$ cat src/logic/alu_pkg.sv
// Shared types and constants for the 16-bit bitslice ALU
// The width is fixed by four 4-bit slices and one look-ahead carry unit
`default_nettype none

package alu_pkg;

	// Datapath geometry
	localparam int data_w = 16;
	localparam int slice_w = 4;
	localparam int n_slices = 4;

	// Slice select codes with active-high data
	// In arithmetic mode, A plus B
	localparam logic [3:0] sel_apb = 4'b1001;
	// In arithmetic mode, A minus B minus 1, or A minus B with carry in
	localparam logic [3:0] sel_amb = 4'b0110;
	// In arithmetic mode, A, or A plus 1 with carry in
	// In logic mode the same code gives not A
	localparam logic [3:0] sel_a = 4'b0000;
	// In arithmetic mode, A minus 1, or A with carry in
	// In logic mode the same code gives A
	localparam logic [3:0] sel_amo = 4'b1111;
	// Logic mode codes
	localparam logic [3:0] sel_and = 4'b1011;
	localparam logic [3:0] sel_or = 4'b1110;
	localparam logic [3:0] sel_xor = 4'b0110;
	localparam logic [3:0] sel_b = 4'b1010;

	// Operation codes seen at the ALU input
	typedef enum logic [3:0] {
		op_add = 4'd0,
		op_adc = 4'd1,
		op_sub = 4'd2,
		op_sbc = 4'd3,
		op_inc = 4'd4,
		op_dec = 4'd5,
		op_cmp = 4'd6,
		op_and = 4'd7,
		op_or = 4'd8,
		op_xor = 4'd9,
		op_nota = 4'd10,
		op_passb = 4'd11,
		op_nop = 4'd12
	} alu_op_t;

	// Carry into slice 0, in active-high sense before inversion
	typedef enum logic [1:0] {
		cin_none = 2'd0,
		cin_forced = 2'd1,
		cin_flag = 2'd2,
		cin_flag_n = 2'd3
	} carry_src_t;

	// Contents of the decode register
	typedef struct packed {
		logic [data_w-1:0] a;
		logic [data_w-1:0] b;
		logic [3:0] sel;
		logic mode;
		carry_src_t carry_src;
		logic writes_carry;
		logic valid;
	} decoded_op_t;

	// Combinational result handed to the result stage
	typedef struct packed {
		logic [data_w-1:0] y;
		// High means carry out, or no borrow for subtraction
		logic carry;
		logic all_ones;
		logic writes_carry;
		logic valid;
	} exec_result_t;

endpackage

`default_nettype wire
$ cat src/logic/alu16_top.sv
// Two-stage 16-bit ALU, result and flags one cycle after the sampling edge
// No handshake, one operation per cycle with op_valid high
`default_nettype none

module alu16_top (
	input  logic                        clk,
	input  logic                        reset,
	input  logic                        op_valid,
	input  alu_pkg::alu_op_t            op,
	input  logic [alu_pkg::data_w-1:0]  a,
	input  logic [alu_pkg::data_w-1:0]  b,
	output logic                        result_valid,
	output logic [alu_pkg::data_w-1:0]  y,
	output logic                        carry,
	output logic                        zero,
	output logic                        negative,
	output logic                        all_ones
);
	import alu_pkg::*;

	decoded_op_t dec;
	exec_result_t ex;

	op_decode u_decode (
		.clk      (clk),
		.reset    (reset),
		.op_valid (op_valid),
		.op       (op),
		.a        (a),
		.b        (b),
		.dec      (dec)
	);

	// The carry port doubles as the flag fed back into execute
	alu_execute u_execute (
		.dec        (dec),
		.carry_flag (carry),
		.ex         (ex)
	);

	result_stage u_result (
		.clk          (clk),
		.reset        (reset),
		.ex           (ex),
		.result_valid (result_valid),
		.y            (y),
		.carry_flag   (carry),
		.zero         (zero),
		.negative     (negative),
		.all_ones     (all_ones)
	);

endmodule

`default_nettype wire

$ cat src/logic/result_stage.sv
// Result register and carry flag, outputs hold until the next valid result
// The carry flag changes only on arithmetic operations
`default_nettype none

module result_stage (
	input  logic                        clk,
	input  logic                        reset,
	input  alu_pkg::exec_result_t       ex,
	output logic                        result_valid,
	output logic [alu_pkg::data_w-1:0]  y,
	output logic                        carry_flag,
	output logic                        zero,
	output logic                        negative,
	output logic                        all_ones
);
	import alu_pkg::*;

	// One-cycle strobe for every operation that left the decode stage
	always_ff @(posedge clk) begin
		if (reset) begin
			result_valid <= 1'b0;
		end else begin
			result_valid <= ex.valid;
		end
	end

	// Result and its flags, cleared by reset so zero starts low as well
	always_ff @(posedge clk) begin
		if (reset) begin
			y <= '0;
			zero <= 1'b0;
			negative <= 1'b0;
			all_ones <= 1'b0;
		end else if (ex.valid) begin
			y <= ex.y;
			zero <= (ex.y == '0);
			negative <= ex.y[data_w-1];
			all_ones <= ex.all_ones;
		end
	end

	// Written at the same edge the next operation reads it, so carry chains run back to back
	always_ff @(posedge clk) begin
		if (reset) begin
			carry_flag <= 1'b0;
		end else if (ex.valid && ex.writes_carry) begin
			carry_flag <= ex.carry;
		end
	end

endmodule

`default_nettype wire

$ cat src/logic/alu_execute.sv
// Combinational 16-bit execute stage, four slices under one look-ahead carry unit
// The carry flag must come from the result register of the same pipeline
`default_nettype none

module alu_execute (
	input  alu_pkg::decoded_op_t  dec,
	input  logic                  carry_flag,
	output alu_pkg::exec_result_t ex
);
	import alu_pkg::*;

	// Carry into slice 0 in true sense
	logic cin;
	// Carry into slice 0, active low
	logic cn0_n;
	// Active-low carries from the carry unit into slices 1 to 3
	logic cx_n;
	logic cy_n;
	logic cz_n;
	// Active-low carry into each slice, slice 0 from cin and the rest from the carry unit
	logic [n_slices-1:0] slice_cn_n;
	logic [n_slices-1:0] g_n;
	logic [n_slices-1:0] p_n;
	logic [n_slices-1:0] aeqb;
	logic [data_w-1:0] f;
	logic co_n;

	always_comb begin
		case (dec.carry_src)
			cin_forced: cin = 1'b1;
			cin_flag: cin = carry_flag;
			cin_flag_n: cin = ~carry_flag;
			default: cin = 1'b0;
		endcase
	end

	assign cn0_n = ~cin;
	assign slice_cn_n = {cz_n, cy_n, cx_n, cn0_n};

	// Slice i handles bits i*4 up to i*4+3, the ripple carry out is left open
	for (genvar i = 0; i < n_slices; i++) begin : g_slice
		alu_slice u_slice (
			.a     (dec.a[i*slice_w +: slice_w]),
			.b     (dec.b[i*slice_w +: slice_w]),
			.s     (dec.sel),
			.m     (dec.mode),
			.cn_n  (slice_cn_n[i]),
			.f     (f[i*slice_w +: slice_w]),
			.cn4_n (),
			.g_n   (g_n[i]),
			.p_n   (p_n[i]),
			.aeqb  (aeqb[i])
		);
	end

	carry_lookahead u_cla (
		.cn_n (cn0_n),
		.g_n  (g_n),
		.p_n  (p_n),
		.cx_n (cx_n),
		.cy_n (cy_n),
		.cz_n (cz_n),
		.co_n (co_n)
	);

	always_comb begin
		ex.y = f;
		// Meaningless in logic mode, the result stage ignores it there
		ex.carry = ~co_n;
		ex.all_ones = &aeqb;
		ex.writes_carry = dec.writes_carry;
		ex.valid = dec.valid;
	end

endmodule

`default_nettype wire

$ cat src/logic/op_decode.sv
// Decode register, one operation per cycle with op_valid high, no back-pressure
// Undefined operation codes behave like op_nop
`default_nettype none

module op_decode (
	input  logic                        clk,
	input  logic                        reset,
	input  logic                        op_valid,
	input  alu_pkg::alu_op_t            op,
	input  logic [alu_pkg::data_w-1:0]  a,
	input  logic [alu_pkg::data_w-1:0]  b,
	output alu_pkg::decoded_op_t        dec
);
	import alu_pkg::*;

	decoded_op_t dec_d;

	always_comb begin
		dec_d.a = a;
		dec_d.b = b;
		dec_d.valid = op_valid;
		// A nop passes A through in logic mode and leaves the flag alone
		dec_d.sel = sel_amo;
		dec_d.mode = 1'b1;
		dec_d.carry_src = cin_none;
		dec_d.writes_carry = 1'b0;
		case (op)
			op_add, op_adc, op_sub, op_sbc, op_inc, op_dec, op_cmp: begin
				dec_d.mode = 1'b0;
				dec_d.writes_carry = 1'b1;
				case (op)
					op_add: dec_d.sel = sel_apb;
					// Add with carry and subtract with borrow both feed the flag straight in
					op_adc: begin
						dec_d.sel = sel_apb;
						dec_d.carry_src = cin_flag;
					end
					// Two's complement needs the forced carry
					op_sub: begin
						dec_d.sel = sel_amb;
						dec_d.carry_src = cin_forced;
					end
					op_sbc: begin
						dec_d.sel = sel_amb;
						dec_d.carry_src = cin_flag;
					end
					op_inc: begin
						dec_d.sel = sel_a;
						dec_d.carry_src = cin_forced;
					end
					op_dec: dec_d.sel = sel_amo;
					// No carry in leaves A minus B minus 1
					default: dec_d.sel = sel_amb;
				endcase
			end
			op_and: dec_d.sel = sel_and;
			op_or: dec_d.sel = sel_or;
			op_xor: dec_d.sel = sel_xor;
			op_nota: dec_d.sel = sel_a;
			op_passb: dec_d.sel = sel_b;
			default: dec_d.sel = sel_amo;
		endcase
	end

	always_ff @(posedge clk) begin
		if (reset) begin
			dec.valid <= 1'b0;
			dec.writes_carry <= 1'b0;
		end else begin
			dec <= dec_d;
		end
	end

endmodule

`default_nettype wire

$ cat src/logic/carry_lookahead.sv
// 74182-style carry unit for four slices, active-low carries throughout
// Takes the slice group terms exactly as the slices drive them
`default_nettype none

module carry_lookahead (
	input  logic       cn_n,
	input  logic [3:0] g_n,
	input  logic [3:0] p_n,
	output logic       cx_n,
	output logic       cy_n,
	output logic       cz_n,
	output logic       co_n
);

	// Group generate and propagate back in true sense
	logic [3:0] gg;
	logic [3:0] pp;

	assign gg = ~g_n;
	assign pp = ~p_n;

	// Carry into slice 1
	assign cx_n = gg[0] | (pp[0] & cn_n);

	// Carry into slice 2
	assign cy_n = gg[1] | (pp[1] & gg[0]) | (pp[1] & pp[0] & cn_n);

	// Carry into slice 3
	assign cz_n = gg[2] | (pp[2] & gg[1]) | (pp[2] & pp[1] & gg[0])
		| (pp[2] & pp[1] & pp[0] & cn_n);

	// Carry out of slice 3, still active low
	assign co_n = gg[3] | (pp[3] & gg[2]) | (pp[3] & pp[2] & gg[1])
		| (pp[3] & pp[2] & pp[1] & gg[0])
		| (pp[3] & pp[2] & pp[1] & pp[0] & cn_n);

endmodule

`default_nettype wire

$ cat src/logic/alu_slice.sv
// One 4-bit 74181-style slice with active-high data and active-low carries
// No timing model and no open-collector A=B output
`default_nettype none

module alu_slice (
	input  logic [3:0] a,
	input  logic [3:0] b,
	input  logic [3:0] s,
	input  logic       m,
	input  logic       cn_n,
	output logic [3:0] f,
	output logic       cn4_n,
	output logic       g_n,
	output logic       p_n,
	output logic       aeqb
);

	// Per-bit generate and propagate of the complemented operands
	// Working on complemented data keeps every carry active low
	logic [3:0] g_bit;
	logic [3:0] p_bit;
	// Half sum of each bit before the carry is folded in
	logic [3:0] half;
	// Active-low carry into each bit position
	logic [3:0] c_n;
	// Active-high carry seen by the sum XOR, forced high in logic mode
	logic [3:0] bit_c;
	logic grp_g;
	logic grp_p;

	// S0 and S1 steer B into the generate term
	assign g_bit = ~(a | (b & {4{s[0]}}) | (~b & {4{s[1]}}));
	// S2 and S3 steer B into the propagate term
	assign p_bit = ~((a & ~b & {4{s[2]}}) | (a & b & {4{s[3]}}));
	assign half = g_bit ^ p_bit;

	// Look-ahead carries inside the slice, each one two logic levels deep
	assign c_n[0] = cn_n;
	assign c_n[1] = g_bit[0] | (p_bit[0] & cn_n);
	assign c_n[2] = g_bit[1] | (p_bit[1] & g_bit[0]) | (p_bit[1] & p_bit[0] & cn_n);
	assign c_n[3] = g_bit[2] | (p_bit[2] & g_bit[1]) | (p_bit[2] & p_bit[1] & g_bit[0])
		| (p_bit[2] & p_bit[1] & p_bit[0] & cn_n);

	// Mode high kills every carry so the slice gives pure logic functions
	assign bit_c = {4{m}} | ~c_n;
	assign f = half ^ bit_c;

	// Group terms for the external carry unit
	assign grp_g = g_bit[3] | (p_bit[3] & g_bit[2]) | (p_bit[3] & p_bit[2] & g_bit[1])
		| (p_bit[3] & p_bit[2] & p_bit[1] & g_bit[0]);
	assign grp_p = &p_bit;
	assign g_n = ~grp_g;
	assign p_n = ~grp_p;

	// Ripple carry out, used when slices are chained without the carry unit
	assign cn4_n = grp_g | (grp_p & cn_n);

	// High when all four outputs are one, as after A minus B minus 1 with A equal to B
	assign aeqb = &f;

endmodule

`default_nettype wire

$ cat config.mk
export PLATFORM = sky130hd
export DESIGN_NAME = alu16_top
export DESIGN_NICKNAME = d
export VERILOG_FILES = /design/src/logic/alu_pkg.sv /design/src/logic/alu16_top.sv /design/src/logic/result_stage.sv /design/src/logic/alu_execute.sv /design/src/logic/op_decode.sv /design/src/logic/carry_lookahead.sv /design/src/logic/alu_slice.sv
export SDC_FILE = /design/constraint.sdc
export NUM_CORES = 1
export LEC_CHECK = 0
export ABC_AREA = 1
export BUFFER_PORTS_ARGS = -buffer_cell sky130_fd_sc_hd__buf_4
export CAP_MARGIN = 20
export CORE_MARGIN = 8
export CORE_UTILIZATION = 50
export DETAILED_ROUTE_END_ITERATION = 7
export GPL_ROUTABILITY_DRIVEN = 0
export PLACE_DENSITY = 0.72
export SLEW_MARGIN = 5
export SYNTH_ARGS = -nofsm -noshare
export SYNTH_HDL_FRONTEND = slang
export SYNTH_SLANG_ARGS = --single-unit
export TNS_END_PERCENT = 20
$ cat constraint.sdc
create_clock -name clk -period 3.65 [get_ports clk]
set_clock_uncertainty 0.05 [all_clocks]
set_input_delay 0.9125 -clock clk [delete_from_list [all_inputs] [get_ports clk]]
set_output_delay 0.9125 -clock clk [all_outputs]
set_load 0.02 [all_outputs]
==> results <==
- Power comes to roughly 2.0 mW.
- In this run the post-CTS setup repair buffer count came out at 0.
- The placed cell area is 4120 sq um.
- Once layout is complete, the utilization of the core stands at between 60% and 70%.
- For this run, the number of Yosys warnings is 0.
- For flop-to-flop paths, the worst setup slack is between 1 and 1.5 ns.
- The die footprint is 10200 sq um.
- The number of antenna diodes is 0.
- The required time reported for the critical path endpoint is between 3 and 4 ns.
- Global routing finished with a remaining overflow of 0.
- The primary flip-flop cell chosen by synthesis mapping is sky130_fd_sc_hd__edfxtp_1.
- Leaving out filler cells and counting taps, the final layout contains around 670.
- The path with the worst hold slack has its endpoint at u_result.y[4].
- For this design, the sink count on the clock tree is 61.
- The area growth from synthesis to layout is 19.6%.
- After routing the design area is about 4300 sq um.
- Data arrives at the worst endpoint at 2.69 ns.
- The via count normalized by instance count is roughly 4.9.
- After the last flow step, the layout net total stands at ~600.
- Along the worst path, the maximum fanout reaches 13.
- The number of antenna violations at the first check in global routing is 0.
- Setup repair after global routing left no endpoint under its margin.
- The final setup TNS is 0 ns.
- The global-route usage over all layers is roughly 17%.
- STA classifies the critical path endpoint as a flip-flop.
- The worst hold path begins at u_result.y[4].
- The library cell used as clock root buffer is sky130_fd_sc_hd__clkbuf_8.
- The start-to-end type of the worst setup path is reg2reg.
- The areal power density over the cells is between 400 and 500 nW/um^2.
- The multi-input combinational cells in the finished layout cover a total of between 1500 and 2000 sq um.
- Before antenna repair, the detailed router went through 4 iterations.
- The path category of the worst min-delay check is reg2reg.
- The count of vias placed by the detailed router is 3239.
- The number of rows in the core area is 31.
- OpenSTA, run right after detailed placement, puts the worst setup slack at between 1 and 1.5 ns.
- The number of H-tree levels is 3.
- Dividing the detail-routed wire length by the instance count gives ~12 microns.
- Synthesis produced a netlist with a net count of 542.
- Measured in cells, the most critical reg-to-reg path has a length of 17.
- Hold repair after CTS inserted 0 buffers.
- No sink is reached through more buffers than the 2 on the longest clock path.
- The number of endpoints with negative hold slack in the final report was 0.
- The worst relative slew slack is 60.8%.
- The max-capacitance violation count is 0.
- The synthesized design contains 39 enable-type register cells.
- On the final layout, the worst hold slack is 0.433 ns.
- The detailed router finished its first iteration with roughly 150 violations.
- The number of global-route vias before repair is 3215.
- Clock-pin slew was measured on the worst setup and hold paths at 0.07 ns.
- Across the whole layout, storage elements account for between 1500 and 2000 sq um.
- STA classifies the critical path startpoint as a flip-flop.
- The number of I/O pins is 60.
- The die is roughly 100 microns tall.
- The sequential area share after synthesis is between 40 and 50%.
- The reported leakage power is approximately 2.2 nW.
- The clock latency at the later pin of the worst-skew pair is around 0.34 ns.
- The mapped netlist covers 3620 sq um.
- The post-detailed-route DRC marker count is 0.
- The capture point of the worst reg-to-reg path is u_result.zero.
- TritonCTS built the clock tree.
- The count of unique library cells instantiated by Yosys is 34.
- Synthesis produced roughly 500 cells.
- The die width is 101 microns.
- Setup violations remaining at the end of the flow were counted as 0.
- After floorplanning, the core was sized to cover about 7100 sq um.
- The final critical path takes up between 60% and 70% of the cycle.
- Setup slack closes at about 1.2 ns.
- The number of buffers inserted during clock tree synthesis is 9.
- The number of gates given a new drive strength after cts is 0.
- The worst hold path passes through 2 cells.
- The total half-perimeter wirelength after legalization and detailed placement is around 6300 microns.
- The filler cells instantiated in the layout total about 680.
- The flow ran to the end, and the final reports show no timing, DRC or antenna violations.
- The pin count of the biggest net entering global routing is 29.
- The first global-routing pass estimated about 14000 microns of wire.
- The number of nets with antenna violations after routing is 0.
- At the pin with the least slew margin, the transition time is about 0.59 ns.
- The count of buffers inserted at the top-level ports is 59.
- For this configuration, the core starts out at a cell density of 50.7%.
- VDD sags by at most 256 uV.
- The fraction of registers with async set/reset is 0%.
- The routed design has slightly above 8000 microns of wire.
- The worst reg2reg path startpoint is u_decode.dec[8].
- The proportion of layout cells with a drive suffix above 1 is 21.2%.
- The placed instance count is 650.
- Tracing the worst setup path back leads to its startpoint at u_decode.dec[8].
- Based on the critical path, the design can be clocked at up to 406 MHz.
- The register bit count reported by yosys is between 60 and 70.
- The smallest clock period supported by the final layout is computed as between 2 and 2.5 ns.
- The average cell area after synthesis is a little over 7 sq um.
- The final number of max-transition violations came to 0.
## registers in the layout, indices dropped and copies added (netlist names)
name	flops
u_result.y	16
u_result.result_valid	1
u_decode.dec	41
u_result.zero	1
u_result.carry_flag	1
u_result.all_ones	1
## final cells by class
cell class                      instances  share of cell area (%)
Sequential cell                        61                    37.2
Multi-Input combinational cell        344                    37.0
Timing Repair Buffer                   62                    10.7
Inverter                               84                    7.28
Clock buffer                           12                    4.33
Tap cell                               99                    2.86
Clock inverter                          4                   0.578
## cells by family after synthesis
group | share of synthesized area [%]
AND/OR/NAND/NOR | 35.1
buffers and inverters | 11.2
flip-flops | 44.5
AO/OA/AOI/OAI | 8.92
XOR/XNOR | 0.242
## routing by layer
metal	GRT usage (%)	share of wire, %	vias up
met5	0	0	-
met2	31.0	51	69
li1	-	-	1704
met4	8.59	2.3	0
met1	16.9	41	1450
met3	5.25	5.2	16
## power breakdown
part	internal, mW	switching [mW]
clock	0.347	0.273
combinational	0.181	0.312
sequential	0.792	0.0502
## synth_stat cells, types with 5 or more instances
| cell | n | area share (%) |
|---|---|---|
| sky130_fd_sc_hd__a21oi_1 | 10 | 1.4 |
| sky130_fd_sc_hd__dfxtp_1 | 22 | 12 |
| sky130_fd_sc_hd__edfxtp_1 | 39 | 32 |
| sky130_fd_sc_hd__inv_1 | 78 | 8.1 |
| sky130_fd_sc_hd__inv_2 | 6 | 0.62 |
| sky130_fd_sc_hd__nand2_1 | 138 | 14 |
| sky130_fd_sc_hd__nand2_2 | 8 | 1.4 |
| sky130_fd_sc_hd__nand3_1 | 28 | 3.9 |
| sky130_fd_sc_hd__nand3_2 | 5 | 1.4 |
| sky130_fd_sc_hd__nand3b_1 | 6 | 1.2 |
| sky130_fd_sc_hd__nor2_1 | 85 | 8.8 |
| sky130_fd_sc_hd__nor2_2 | 10 | 1.7 |
| sky130_fd_sc_hd__o211ai_1 | 9 | 1.9 |
| sky130_fd_sc_hd__o21ai_0 | 16 | 2.2 |
## cells in the final DEF, fill, tap and decap left out, drive strengths merged, types with 2 or more instances in the layout
cell,synthesis,routed
dfxtp,22,22
edfxtp,39,39
o211ai,10,10
a211oi,2,2
a21oi,13,13
clkbuf,4,12
nand3,33,33
nand4,3,3
buf,10,62
nor3,5,5
o21ai,22,22
nor2,95,95
nand3b,6,6
or2,3,3
nand2,146,146
inv,84,84
clkinv,0,4
## critical path, cell delays in order (launching register included)
cell	delay, ns
sky130_fd_sc_hd__edfxtp_1	0.64
sky130_fd_sc_hd__inv_2	0.22
sky130_fd_sc_hd__nand2_1	0.08
sky130_fd_sc_hd__nand3_2	0.10
sky130_fd_sc_hd__inv_1	0.05
sky130_fd_sc_hd__nor2_1	0.15
sky130_fd_sc_hd__nand2_1	0.09
sky130_fd_sc_hd__nor2_1	0.10
sky130_fd_sc_hd__nand2_1	0.08
sky130_fd_sc_hd__nand2_2	0.13
sky130_fd_sc_hd__nand3_2	0.09
sky130_fd_sc_hd__nand2_1	0.11
sky130_fd_sc_hd__nand2_1	0.05
sky130_fd_sc_hd__nand2_1	0.10
sky130_fd_sc_hd__nand2_1	0.06
sky130_fd_sc_hd__nor2_1	0.09
sky130_fd_sc_hd__nand3_1	0.08
sky130_fd_sc_hd__a21oi_1	0.12
## worst max-delay path by stage
stage,to,slack [ns]
3_3_place_gp,u_result.zero,1.26
5_1_grt,u_result.all_ones,0.88
2_1_floorplan,u_result.y[2],0.87
4_1_cts,u_result.zero,1.21
3_5_place_dp,u_result.zero,1.22
6_report,u_result.zero,1.18
Note: power is estimated with default switching activity, not from simulation.
